File: src/mesh_pkg.sv
/*
 * mesh package
 * network sizes, request field widths and the opcode
 * encoding shared by the host, routers and banks of the row
 */

package mesh_pkg;

  // one bank per column
  localparam int num_cols_lp = 4;

  // column coordinate carried by every request
  localparam int x_width_lp = 2;

  // word address inside a bank, 16 words
  localparam int addr_width_lp = 4;

  localparam int data_width_lp = 32;

  // request opcodes
  typedef enum logic [1:0] {
    op_load    = 2'b00,
    op_store   = 2'b01,
    op_amo_add = 2'b10  // fetch-add, returns old word
  } mesh_op_e;

endpackage
File: src/fwd_link_if.sv
/*
 * eastbound request link
 * one beat per valid strobe, no ready and no back-pressure
 */

`timescale 1ns/1ps

interface fwd_link_if;

  logic                               v;     // one-cycle strobe
  mesh_pkg::mesh_op_e                 op;
  logic [mesh_pkg::x_width_lp-1:0]    x;     // destination column
  logic [mesh_pkg::addr_width_lp-1:0] addr;
  logic [mesh_pkg::data_width_lp-1:0] data;

  modport tx (output v, op, x, addr, data);
  modport rx (input v, op, x, addr, data);

endinterface

File: src/manycore_row.sv
/*
 * manycore row top level
 * host at column 0, a chain of four routers and one memory
 * bank below each router
 */

`timescale 1ns/1ps

module manycore_row (
  input  logic                               clk,
  input  logic                               reset_i,
  input  logic                               cmd_v_i,
  input  mesh_pkg::mesh_op_e                 cmd_op_i,
  input  logic [mesh_pkg::x_width_lp-1:0]    cmd_x_i,
  input  logic [mesh_pkg::addr_width_lp-1:0] cmd_addr_i,
  input  logic [mesh_pkg::data_width_lp-1:0] cmd_data_i,
  output logic                               busy_o,
  output logic                               resp_v_o,
  output logic [mesh_pkg::data_width_lp-1:0] resp_data_o
);

  import mesh_pkg::*;

  // link i enters router i, last one dangles off the east edge
  fwd_link_if req_link [num_cols_lp+1] ();

  logic [num_cols_lp:0]     resp_v;
  logic [data_width_lp-1:0] resp_data [num_cols_lp+1];

  // nothing comes back from beyond the last column
  assign resp_v[num_cols_lp]    = 1'b0;
  assign resp_data[num_cols_lp] = '0;

  io_host u_io_host (
    .clk         (clk),
    .reset_i     (reset_i),
    .cmd_v_i     (cmd_v_i),
    .cmd_op_i    (cmd_op_i),
    .cmd_x_i     (cmd_x_i),
    .cmd_addr_i  (cmd_addr_i),
    .cmd_data_i  (cmd_data_i),
    .busy_o      (busy_o),
    .req         (req_link[0]),
    .resp_v_i    (resp_v[0]),
    .resp_data_i (resp_data[0]),
    .resp_v_o    (resp_v_o),
    .resp_data_o (resp_data_o)
  );

  for (genvar i = 0; i < num_cols_lp; i++) begin : g_col
    logic                     bank_v;
    mesh_op_e                 bank_op;
    logic [addr_width_lp-1:0] bank_addr;
    logic [data_width_lp-1:0] bank_data;
    logic                     rd_v;
    logic [data_width_lp-1:0] rd_data;

    mesh_router u_router (
      .clk            (clk),
      .reset_i        (reset_i),
      .col_i          (x_width_lp'(i)),
      .west_req       (req_link[i]),
      .east_req       (req_link[i+1]),
      .bank_v_o       (bank_v),
      .bank_op_o      (bank_op),
      .bank_addr_o    (bank_addr),
      .bank_data_o    (bank_data),
      .bank_rd_v_i    (rd_v),
      .bank_rd_data_i (rd_data),
      .resp_v_i       (resp_v[i+1]),
      .resp_data_i    (resp_data[i+1]),
      .resp_v_o       (resp_v[i]),
      .resp_data_o    (resp_data[i])
    );

    mem_bank u_bank (
      .clk       (clk),
      .reset_i   (reset_i),
      .v_i       (bank_v),
      .op_i      (bank_op),
      .addr_i    (bank_addr),
      .data_i    (bank_data),
      .rd_v_o    (rd_v),
      .rd_data_o (rd_data)
    );
  end

endmodule

File: src/io_host.sv
/*
 * host endpoint at column 0
 * takes one command at a time, launches it as a request beat
 * and hands back the response when it returns from the row
 */

`timescale 1ns/1ps

module io_host (
  input  logic                               clk,
  input  logic                               reset_i,

  input  logic                               cmd_v_i,
  input  mesh_pkg::mesh_op_e                 cmd_op_i,
  input  logic [mesh_pkg::x_width_lp-1:0]    cmd_x_i,
  input  logic [mesh_pkg::addr_width_lp-1:0] cmd_addr_i,
  input  logic [mesh_pkg::data_width_lp-1:0] cmd_data_i,
  output logic                               busy_o,

  fwd_link_if.tx                             req,

  input  logic                               resp_v_i,
  input  logic [mesh_pkg::data_width_lp-1:0] resp_data_i,
  output logic                               resp_v_o,
  output logic [mesh_pkg::data_width_lp-1:0] resp_data_o
);

  import mesh_pkg::*;

  typedef enum logic {
    host_idle,
    host_wait
  } host_state_e;

  host_state_e state_r;
  logic        accept;

  assign accept = (state_r == host_idle) & cmd_v_i;
  assign busy_o = (state_r == host_wait);

  always_ff @(posedge clk) begin
    if (reset_i) begin
      state_r <= host_idle;
      req.v   <= 1'b0;
    end else begin
      req.v <= accept;  // single beat onto column 0
      unique case (state_r)
        host_idle: if (cmd_v_i) state_r <= host_wait;
        host_wait: if (resp_v_i) state_r <= host_idle;
        default:   state_r <= host_idle;
      endcase
    end
  end

  always_ff @(posedge clk) begin
    if (accept) begin
      req.op   <= cmd_op_i;
      req.x    <= cmd_x_i;
      req.addr <= cmd_addr_i;
      req.data <= cmd_data_i;
    end
  end

  // response leaves while still busy, idle again next cycle
  assign resp_v_o    = resp_v_i;
  assign resp_data_o = resp_data_i;

endmodule

File: src/mem_bank.sv
/*
 * column memory bank
 * 16 words, performs store, load and fetch-add and answers
 * one cycle after the request with the returned word
 */

`timescale 1ns/1ps

module mem_bank (
  input  logic                               clk,
  input  logic                               reset_i,
  input  logic                               v_i,
  input  mesh_pkg::mesh_op_e                 op_i,
  input  logic [mesh_pkg::addr_width_lp-1:0] addr_i,
  input  logic [mesh_pkg::data_width_lp-1:0] data_i,
  output logic                               rd_v_o,
  output logic [mesh_pkg::data_width_lp-1:0] rd_data_o
);

  import mesh_pkg::*;

  logic [data_width_lp-1:0] mem_r [2**addr_width_lp];
  logic [data_width_lp-1:0] old_word;

  assign old_word = mem_r[addr_i];

  always_ff @(posedge clk) begin
    if (reset_i) begin
      rd_v_o <= 1'b0;
      for (int i = 0; i < 2**addr_width_lp; i++) begin
        mem_r[i] <= '0;
      end
    end else begin
      rd_v_o <= v_i;
      if (v_i) begin
        unique case (op_i)
          op_store: begin
            mem_r[addr_i] <= data_i;
            rd_data_o     <= data_i;  // echo
          end
          op_load: begin
            rd_data_o <= old_word;
          end
          op_amo_add: begin
            mem_r[addr_i] <= old_word + data_i;  // wraps mod 2^32
            rd_data_o     <= old_word;
          end
          default: begin
            rd_data_o <= '0;
          end
        endcase
      end
    end
  end

endmodule

File: src/mesh_router.sv
/*
 * row router
 * steers a request from the west either down to the local bank or
 * one hop east, and registers responses from the bank or from the
 * east onto the westward response output
 */

`timescale 1ns/1ps

module mesh_router (
  input  logic                               clk,
  input  logic                               reset_i,
  input  logic [mesh_pkg::x_width_lp-1:0]    col_i,

  fwd_link_if.rx                             west_req,
  fwd_link_if.tx                             east_req,

  output logic                               bank_v_o,
  output mesh_pkg::mesh_op_e                 bank_op_o,
  output logic [mesh_pkg::addr_width_lp-1:0] bank_addr_o,
  output logic [mesh_pkg::data_width_lp-1:0] bank_data_o,
  input  logic                               bank_rd_v_i,
  input  logic [mesh_pkg::data_width_lp-1:0] bank_rd_data_i,

  input  logic                               resp_v_i,
  input  logic [mesh_pkg::data_width_lp-1:0] resp_data_i,
  output logic                               resp_v_o,
  output logic [mesh_pkg::data_width_lp-1:0] resp_data_o
);

  import mesh_pkg::*;

  logic                     local_hit;
  logic                     east_v_r;
  mesh_op_e                 req_op_r;
  logic [x_width_lp-1:0]    req_x_r;
  logic [addr_width_lp-1:0] req_addr_r;
  logic [data_width_lp-1:0] req_data_r;

  assign local_hit = (west_req.x == col_i);

  // strobes, one per direction
  always_ff @(posedge clk) begin
    if (reset_i) begin
      bank_v_o <= 1'b0;
      east_v_r <= 1'b0;
    end else begin
      bank_v_o <= west_req.v & local_hit;
      east_v_r <= west_req.v & ~local_hit;
    end
  end

  // one payload register feeds both the bank and the east link
  always_ff @(posedge clk) begin
    if (west_req.v) begin
      req_op_r   <= west_req.op;
      req_x_r    <= west_req.x;
      req_addr_r <= west_req.addr;
      req_data_r <= west_req.data;
    end
  end

  assign bank_op_o   = req_op_r;
  assign bank_addr_o = req_addr_r;
  assign bank_data_o = req_data_r;

  assign east_req.v    = east_v_r;
  assign east_req.op   = req_op_r;
  assign east_req.x    = req_x_r;   // passed on unchanged
  assign east_req.addr = req_addr_r;
  assign east_req.data = req_data_r;

  // westward response, bank and east never fire together
  always_ff @(posedge clk) begin
    if (reset_i) begin
      resp_v_o <= 1'b0;
    end else begin
      resp_v_o <= bank_rd_v_i | resp_v_i;
    end
  end

  always_ff @(posedge clk) begin
    if (bank_rd_v_i) begin
      resp_data_o <= bank_rd_data_i;
    end else if (resp_v_i) begin
      resp_data_o <= resp_data_i;
    end
  end

endmodule

File: config.mk
export PLATFORM = sky130hd
export DESIGN_NAME = manycore_row
export DESIGN_NICKNAME = d
export VERILOG_FILES = /design/src/mesh_pkg.sv /design/src/fwd_link_if.sv /design/src/manycore_row.sv /design/src/io_host.sv /design/src/mem_bank.sv /design/src/mesh_router.sv
export SDC_FILE = /design/constraint.sdc
export NUM_CORES = 2
export LEC_CHECK = 0
export ABC_AREA = 1
export BUFFER_PORTS_ARGS = -buffer_cell sky130_fd_sc_hd__buf_2
export CELL_PAD_IN_SITES_DETAIL_PLACEMENT = 1
export CELL_PAD_IN_SITES_GLOBAL_PLACEMENT = 2
export CORE_UTILIZATION = 43
export DETAILED_ROUTE_END_ITERATION = 6
export PLACE_DENSITY_LB_ADDON = 0.1
export SLEW_MARGIN = 15
export SYNTH_ARGS = -nofsm -noshare
export SYNTH_HDL_FRONTEND = slang
export SYNTH_SLANG_ARGS = --single-unit
File: constraint.sdc
create_clock -name clk -period 3.95 [get_ports clk]
set_input_delay 0.79 -clock clk [delete_from_list [all_inputs] [get_ports clk]]
set_output_delay 0.79 -clock clk [all_outputs]
set_load 0.02 [all_outputs]
* Word-level counts from Yosys, hierarchy flattened *
Memory sizes are Yosys's and may differ from the RTL's. A register that Yosys moved wholly into a read port is not among the register bits.
Cells that the tools add are included.
W data, S select, Z words.

word-level totals
  memories = 4
  word-level logic and storage cells = 170
  register bits after elaboration = 471
  memory bits (writable) = 2,048

cells by class
  $add $sub $neg = 4
  mux-type cells = 67
  bitwise logic cells = 20
  equality and inequality tests = 11
  reductions and logical operators = 20

memory list
  memory                 words  width  read ports  clocked after Yosys merged registers in  write ports  line            RTL
  g_col[0].u_bank.mem_r  16     32     1           1                                        16           mem_bank.sv:22  logic [data_width_lp-1:0] mem_r [2**addr_width_lp];
  g_col[1].u_bank.mem_r  16     32     1           1                                        16           mem_bank.sv:22
  g_col[2].u_bank.mem_r  16     32     1           1                                        16           mem_bank.sv:22
  g_col[3].u_bank.mem_r  16     32     1           1                                        16           mem_bank.sv:22

operators with widths
  kind                  count
  $mux W32              14
  $pmux W32 S2          4
  $add A32 B32 Y32      4
  $reduce_or A32 Y1     4
  $mux W1               40
  $mux W4               8
  $eq A2 B2 Y1 const B  6
  $eq A2 B1 Y1 const B  5
  $logic_not A2 Y1      5
  $and A1 B1 Y1         8
  $reduce_and A2 Y1     4
  $reduce_or A2 Y1      4
  $or A1 B1 Y1          7
  $reduce_bool A2 Y1    3
  $not A1 Y1            5
  $pmux W1 S2           1

* Depth between registers and ports, before layout *
  word-level depth = 8
  depth in mapped cells = 24

* Modules after synthesis *
A second synthesis with hierarchy kept.

second synthesis, totals
  cell total of the unflattened synthesis = 11,337
  area, all modules = 118,511.2 µm²

by module, submodules not included
  module                           area an instance (µm²)  times used  cells each  sequential area each (µm²)
  mem_bank at g_col[1].u_bank ...  26,247.7                2           2,575       16,355.7
  mem_bank at g_col[3].u_bank      26,178.9                1           2,586       16,355.7
  mem_bank at g_col[0].u_bank      26,062.5                1           2,575       16,355.7
  mesh_router                      3,059.2                 4           235         2,222.1
  io_host                          1,530.2                 1           84          1,241.2
  manycore_row                     7.5                     1           2           0.0

* Worst setup path after synthesis *
OpenSTA, ideal clock, no wires.

  kind = input -> register
  start point = input port reset_i
  end point = memory g_col[3].u_bank.mem_r[0][0] (enable)
  data required time = 3,561 ps
  library setup time = 389 ps
  stages on the path = 8
  slack = 309 ps
  arrival time = 3,252 ps
  cells stage by stage = inv_2 nand2_1 inv_1 nand2_1 nor3_2 nand2_1 clkbuf_1 nand2_1

RTL lines
  item                line                RTL
  start: declaration  manycore_row.sv:11  input logic reset_i,
  end: declaration    mem_bank.sv:22

==> summary.md <==
| Metric | Value |
|---|---|
| Status | `complete, no violations` |
| H-Tree Depth | `5` |
| Worst slew pin tran | `1140 ps` |
| Post-Route WL | `450000 um` |
| Gr busiest metal | `met2` |
| Die Span Y | `523 um` |
| Final hold vios | `0` |
| Nets | `about 12000` |
| Tmin final | `3810 ps` |
| Min-delay worst type | `in -> reg` |
| Proportion of synthesized chip area in sequential cells | `65.0%` |
| First-pass GRT wire length | `641000 um` |
| Synth warnings | `0` |
| #FFs+latches synth | `2535` |
| Core Area | `0.269 mm2` |
| Routed via count | `91033` |
| Tcrit/Tclk final | `96.5%` |
| Crit-path most repeated cell | `nand2_1` |
| Met1 Use GR | `43.1%` |
| Mapped Cells | `about 11000` |
| Async SR Flop Fraction | `0%` |
| Netlist Area Pre-Place | `0.117 mm2` |
| Die area | `0.273 mm2` |
| Post-synth EDFFs | `2502` |
| Setup WS post-layout | `136 ps` |
| Site Rows | `190` |
| Slew headroom | `24.2%` |
| CTS tree | `built` |
| Deepest clock path buffer count | `4` |
| R2r setup slk | `140 ps` |
| DR iter-0 viols | `just over 9000` |
| Die W | `around 520 um` |
| CP bufs+invs | `4` |
| Starting density of the core | `43.4%` |
| Setup TNS | `0 ps` |
| Number of max-cap violations | `0` |
| Largest net degree at the start of global routing | `105` |
| Final Cell Area | `0.137 mm2` |
| Yosys cell types | `40` |
| DP Wirelength | `roughly 280000 um` |
| Critical Path End Type | `register` |
| Met2 global-route usage | `53.2%` |
| Fin Hold WS | `63.4 ps` |
| Vias per inst | `5.90` |
| Most frequent cells in the layout | `nor2_1, edfxtp_1, nand2_1, o21ai_0, inv_1` |
| Final setup viols | `0` |
| P per Cell Area | `457 mW/mm2` |
| DP Area | `roughly 0.13 mm2` |
| Leakage | `52.0 nW` |
| Mean Syn Cell Area | `10.3 um2` |
| P&R area growth vs syn | `17.0%` |
| Synth Net Count | `between 10000 and 15000` |
| Non-Filler Instances | `15436` |
| Max incr delay on CP | `400 ps` |
| Worst vdd ir | `0.000491 V` |
| Final Power | `roughly 62 mW` |
| Clock skew | `roughly 29 ps` |
| GRT Util Overall | `32.2%` |
| Placed Cells | `14891` |
| Pre-CTS setup slack | `-87.6 ps` |
| GR Util met3 | `4.14%` |
| Worst-path cell chain | `buf_16 -> buf_16 -> o21ai_0 -> o221ai_1 -> o211ai_1 -> nand2_2 -> ha_1 -> nand2_1 -> inv_1 -> nand2_1 -> nand2_1 -> a21oi_1 -> nor2_1 -> nor2_2 -> nand2_1 -> nand2_1 -> nand3_1 -> nand2_1 -> buf_12 -> nor2_1` |
| Worst skew pair latency | `between 900 and 1000 ps` |
| Initial antenna violation count | `14` |
| TritonRoute pass-1 iters | `6` |
| Arr. time, crit path | `4450 ps` |
| Crit path max fanout | `47` |
| WL/cell | `29.1 um` |
| RSZ-0062 raised after global routing | `true` |
| Worst setup SP type | `register` |
| Vias in the first global route | `roughly 93000` |
| GP Congestion | `0.918` |
| Post-route ant nets | `0` |
| Layout cells sized above 1 | `13.6%` |
| Root Buffer | `clkbuf_16` |
| Clock Sinks | `around 2500` |
| # IOs | `77` |
| Grt ovf | `0` |
| Worst-path clk slew | `60 ps` |
| Worst hold start | `cmd_x_i[0]` |
| Delay-heaviest family, CP | `simple AND/OR/NAND/NOR gates` |
| Fin util | `50.8%` |
| Required @ worst endpoint | `4580 ps` |
| Setup CP Type | `reg -> reg` |
| Commonest non-fill, non-tap cell in the layout | `nor2_1` |
| Detailed-route DRC error count | `0` |
| Slew Viols, Final | `0` |
| FMAX | `262 MHz` |
| IO buf count | `76` |
| Most used DFF post-synth | `edfxtp_1` |
| Critical Path Slowest Stage Cell | `dfxtp_4` |
| Inserted Clock Buffers | `roughly 290` |
-- per-layer routing --
layer  share of wire, %  vias up
met5             0.0029        -
met3                6.5      799
met2                 48     3417
met4                4.3        2
li1                   -    39945
met1                 41    46870
-- cell usage after synthesis, types with 2 or more instances --
| library cell | instances | area share (%) |
|---|---|---|
| a21oi_1 | 163 | 0.70 |
| a21oi_2 | 5 | 0.038 |
| and2_1 | 3 | 0.016 |
| buf_1 | 13 | 0.042 |
| buf_2 | 328 | 1.4 |
| buf_4 | 61 | 0.39 |
| buf_6 | 13 | 0.13 |
| clkbuf_1 | 405 | 1.3 |
| clkinv_1 | 4 | 0.013 |
| dfxtp_1 | 33 | 0.57 |
| edfxtp_1 | 2502 | 64 |
| fa_1 | 4 | 0.069 |
| ha_1 | 124 | 1.3 |
| inv_1 | 514 | 1.7 |
| inv_2 | 17 | 0.055 |
| nand2_1 | 1549 | 5.0 |
| nand2_2 | 33 | 0.18 |
| nand3_1 | 361 | 1.5 |
| nand3b_1 | 7 | 0.045 |
| nand4_1 | 4 | 0.021 |
| nor2_1 | 3199 | 10 |
| nor2_2 | 12 | 0.064 |
| nor2_4 | 2 | 0.019 |
| nor3_1 | 28 | 0.12 |
| nor3_2 | 14 | 0.12 |
| nor3_4 | 2 | 0.028 |
| o211ai_1 | 123 | 0.79 |
| o21ai_0 | 1156 | 5.0 |
| o21ai_1 | 27 | 0.12 |
| o21ai_2 | 77 | 0.58 |
| o21bai_1 | 20 | 0.13 |
| o221ai_1 | 373 | 2.8 |
| o22ai_1 | 126 | 0.68 |
| xor2_1 | 50 | 0.38 |
-- worst reg2reg max path: cells and delay by family, from the launching register on --
family                     cells  cell delay (ps)
DFF                            1              400
buffers and inverters          4              740
and+or+nand+nor               11             1190
AOI/OAI and AO/OA              4              900
adders and majority gates      1              340
-- state kept, by name (all words and copies together) (netlist names), named ones only --
register	cells
u_io_host.req.data	32
g_col.u_router.bank_op_o	8
g_col.u_router.east_req.x	6
g_col.u_bank.rd_data_o	128
g_col.u_bank.rd_v_o	4
u_io_host.req.op	2
u_io_host.busy_o	1
g_col.u_router.resp_data_o	128
g_col.u_router.bank_data_o	128
u_io_host.req.x	2
g_col.u_router.bank_addr_o	16
u_io_host.req.addr	4
g_col.u_router.resp_v_o	4
u_io_host.req.v	1
g_col.u_bank.mem_r	2048
g_col.u_router.east_req.v	3
g_col.u_router.bank_v_o	4
-- repair_timing --
action | in CTS | in global routing
setup buffers | 0 | 9
gates resized for setup | 5 | 140
hold buffers | 1 | 0
pin swaps | 0 | 16
endpoints found under the setup margin | 60 | 940
cloned | 0 | 14
endpoints found under the hold margin | 1 | 0
-- area by class of cell --
type                            instances  area [um2]
Antenna cell                            8        20.0
Clock buffer                          374        7590
Clock inverter                        139        1380
Fill cell                           28772      132000
Inverter                              535        2060
Multi-Input combinational cell       7470       35900
Sequential cell                      2535       75800
Tap cell                             3552        4440
Timing Repair Buffer                  822        9310
Timing Repair inverter                  1        8.76
-- cell families (layout without fill, tap and decap cells) --
kind of cell / after synthesis / after routing / synth area share [%]
adders and majority gates: 128 / 128 / 1.40
AOI/OAI and AO/OA: 2071 / 2071 / 10.8
other: 0 / 8 / 0
xor gates and xnor gates: 50 / 50 / 0.375
and+or+nand+nor: 5218 / 5221 / 17.5
buffers and inverters: 1356 / 1871 / 5.00
DFF: 2535 / 2535 / 65.0
-- where the power goes --
group	switching, mW	internal (mW)	total (mW)
Clock	11.3	14.9	26.2
Combinational	3.84	1.82	5.65
Sequential	0.355	30.3	30.6
-- path summary, 6_finish.rpt --
| check | end | cells past startpoint |
|---|---|---|
| max | g_col[3].u_bank.mem_r[8][27] | 20 |
| min | u_io_host.req.x[0] | 1 |
| max reg2reg | g_col[3].u_bank.mem_r[8][27] | 20 |
| min reg2reg | g_col[0].u_router.bank_op_o[1] | 0 |
(Power assumes the default switching activity.)
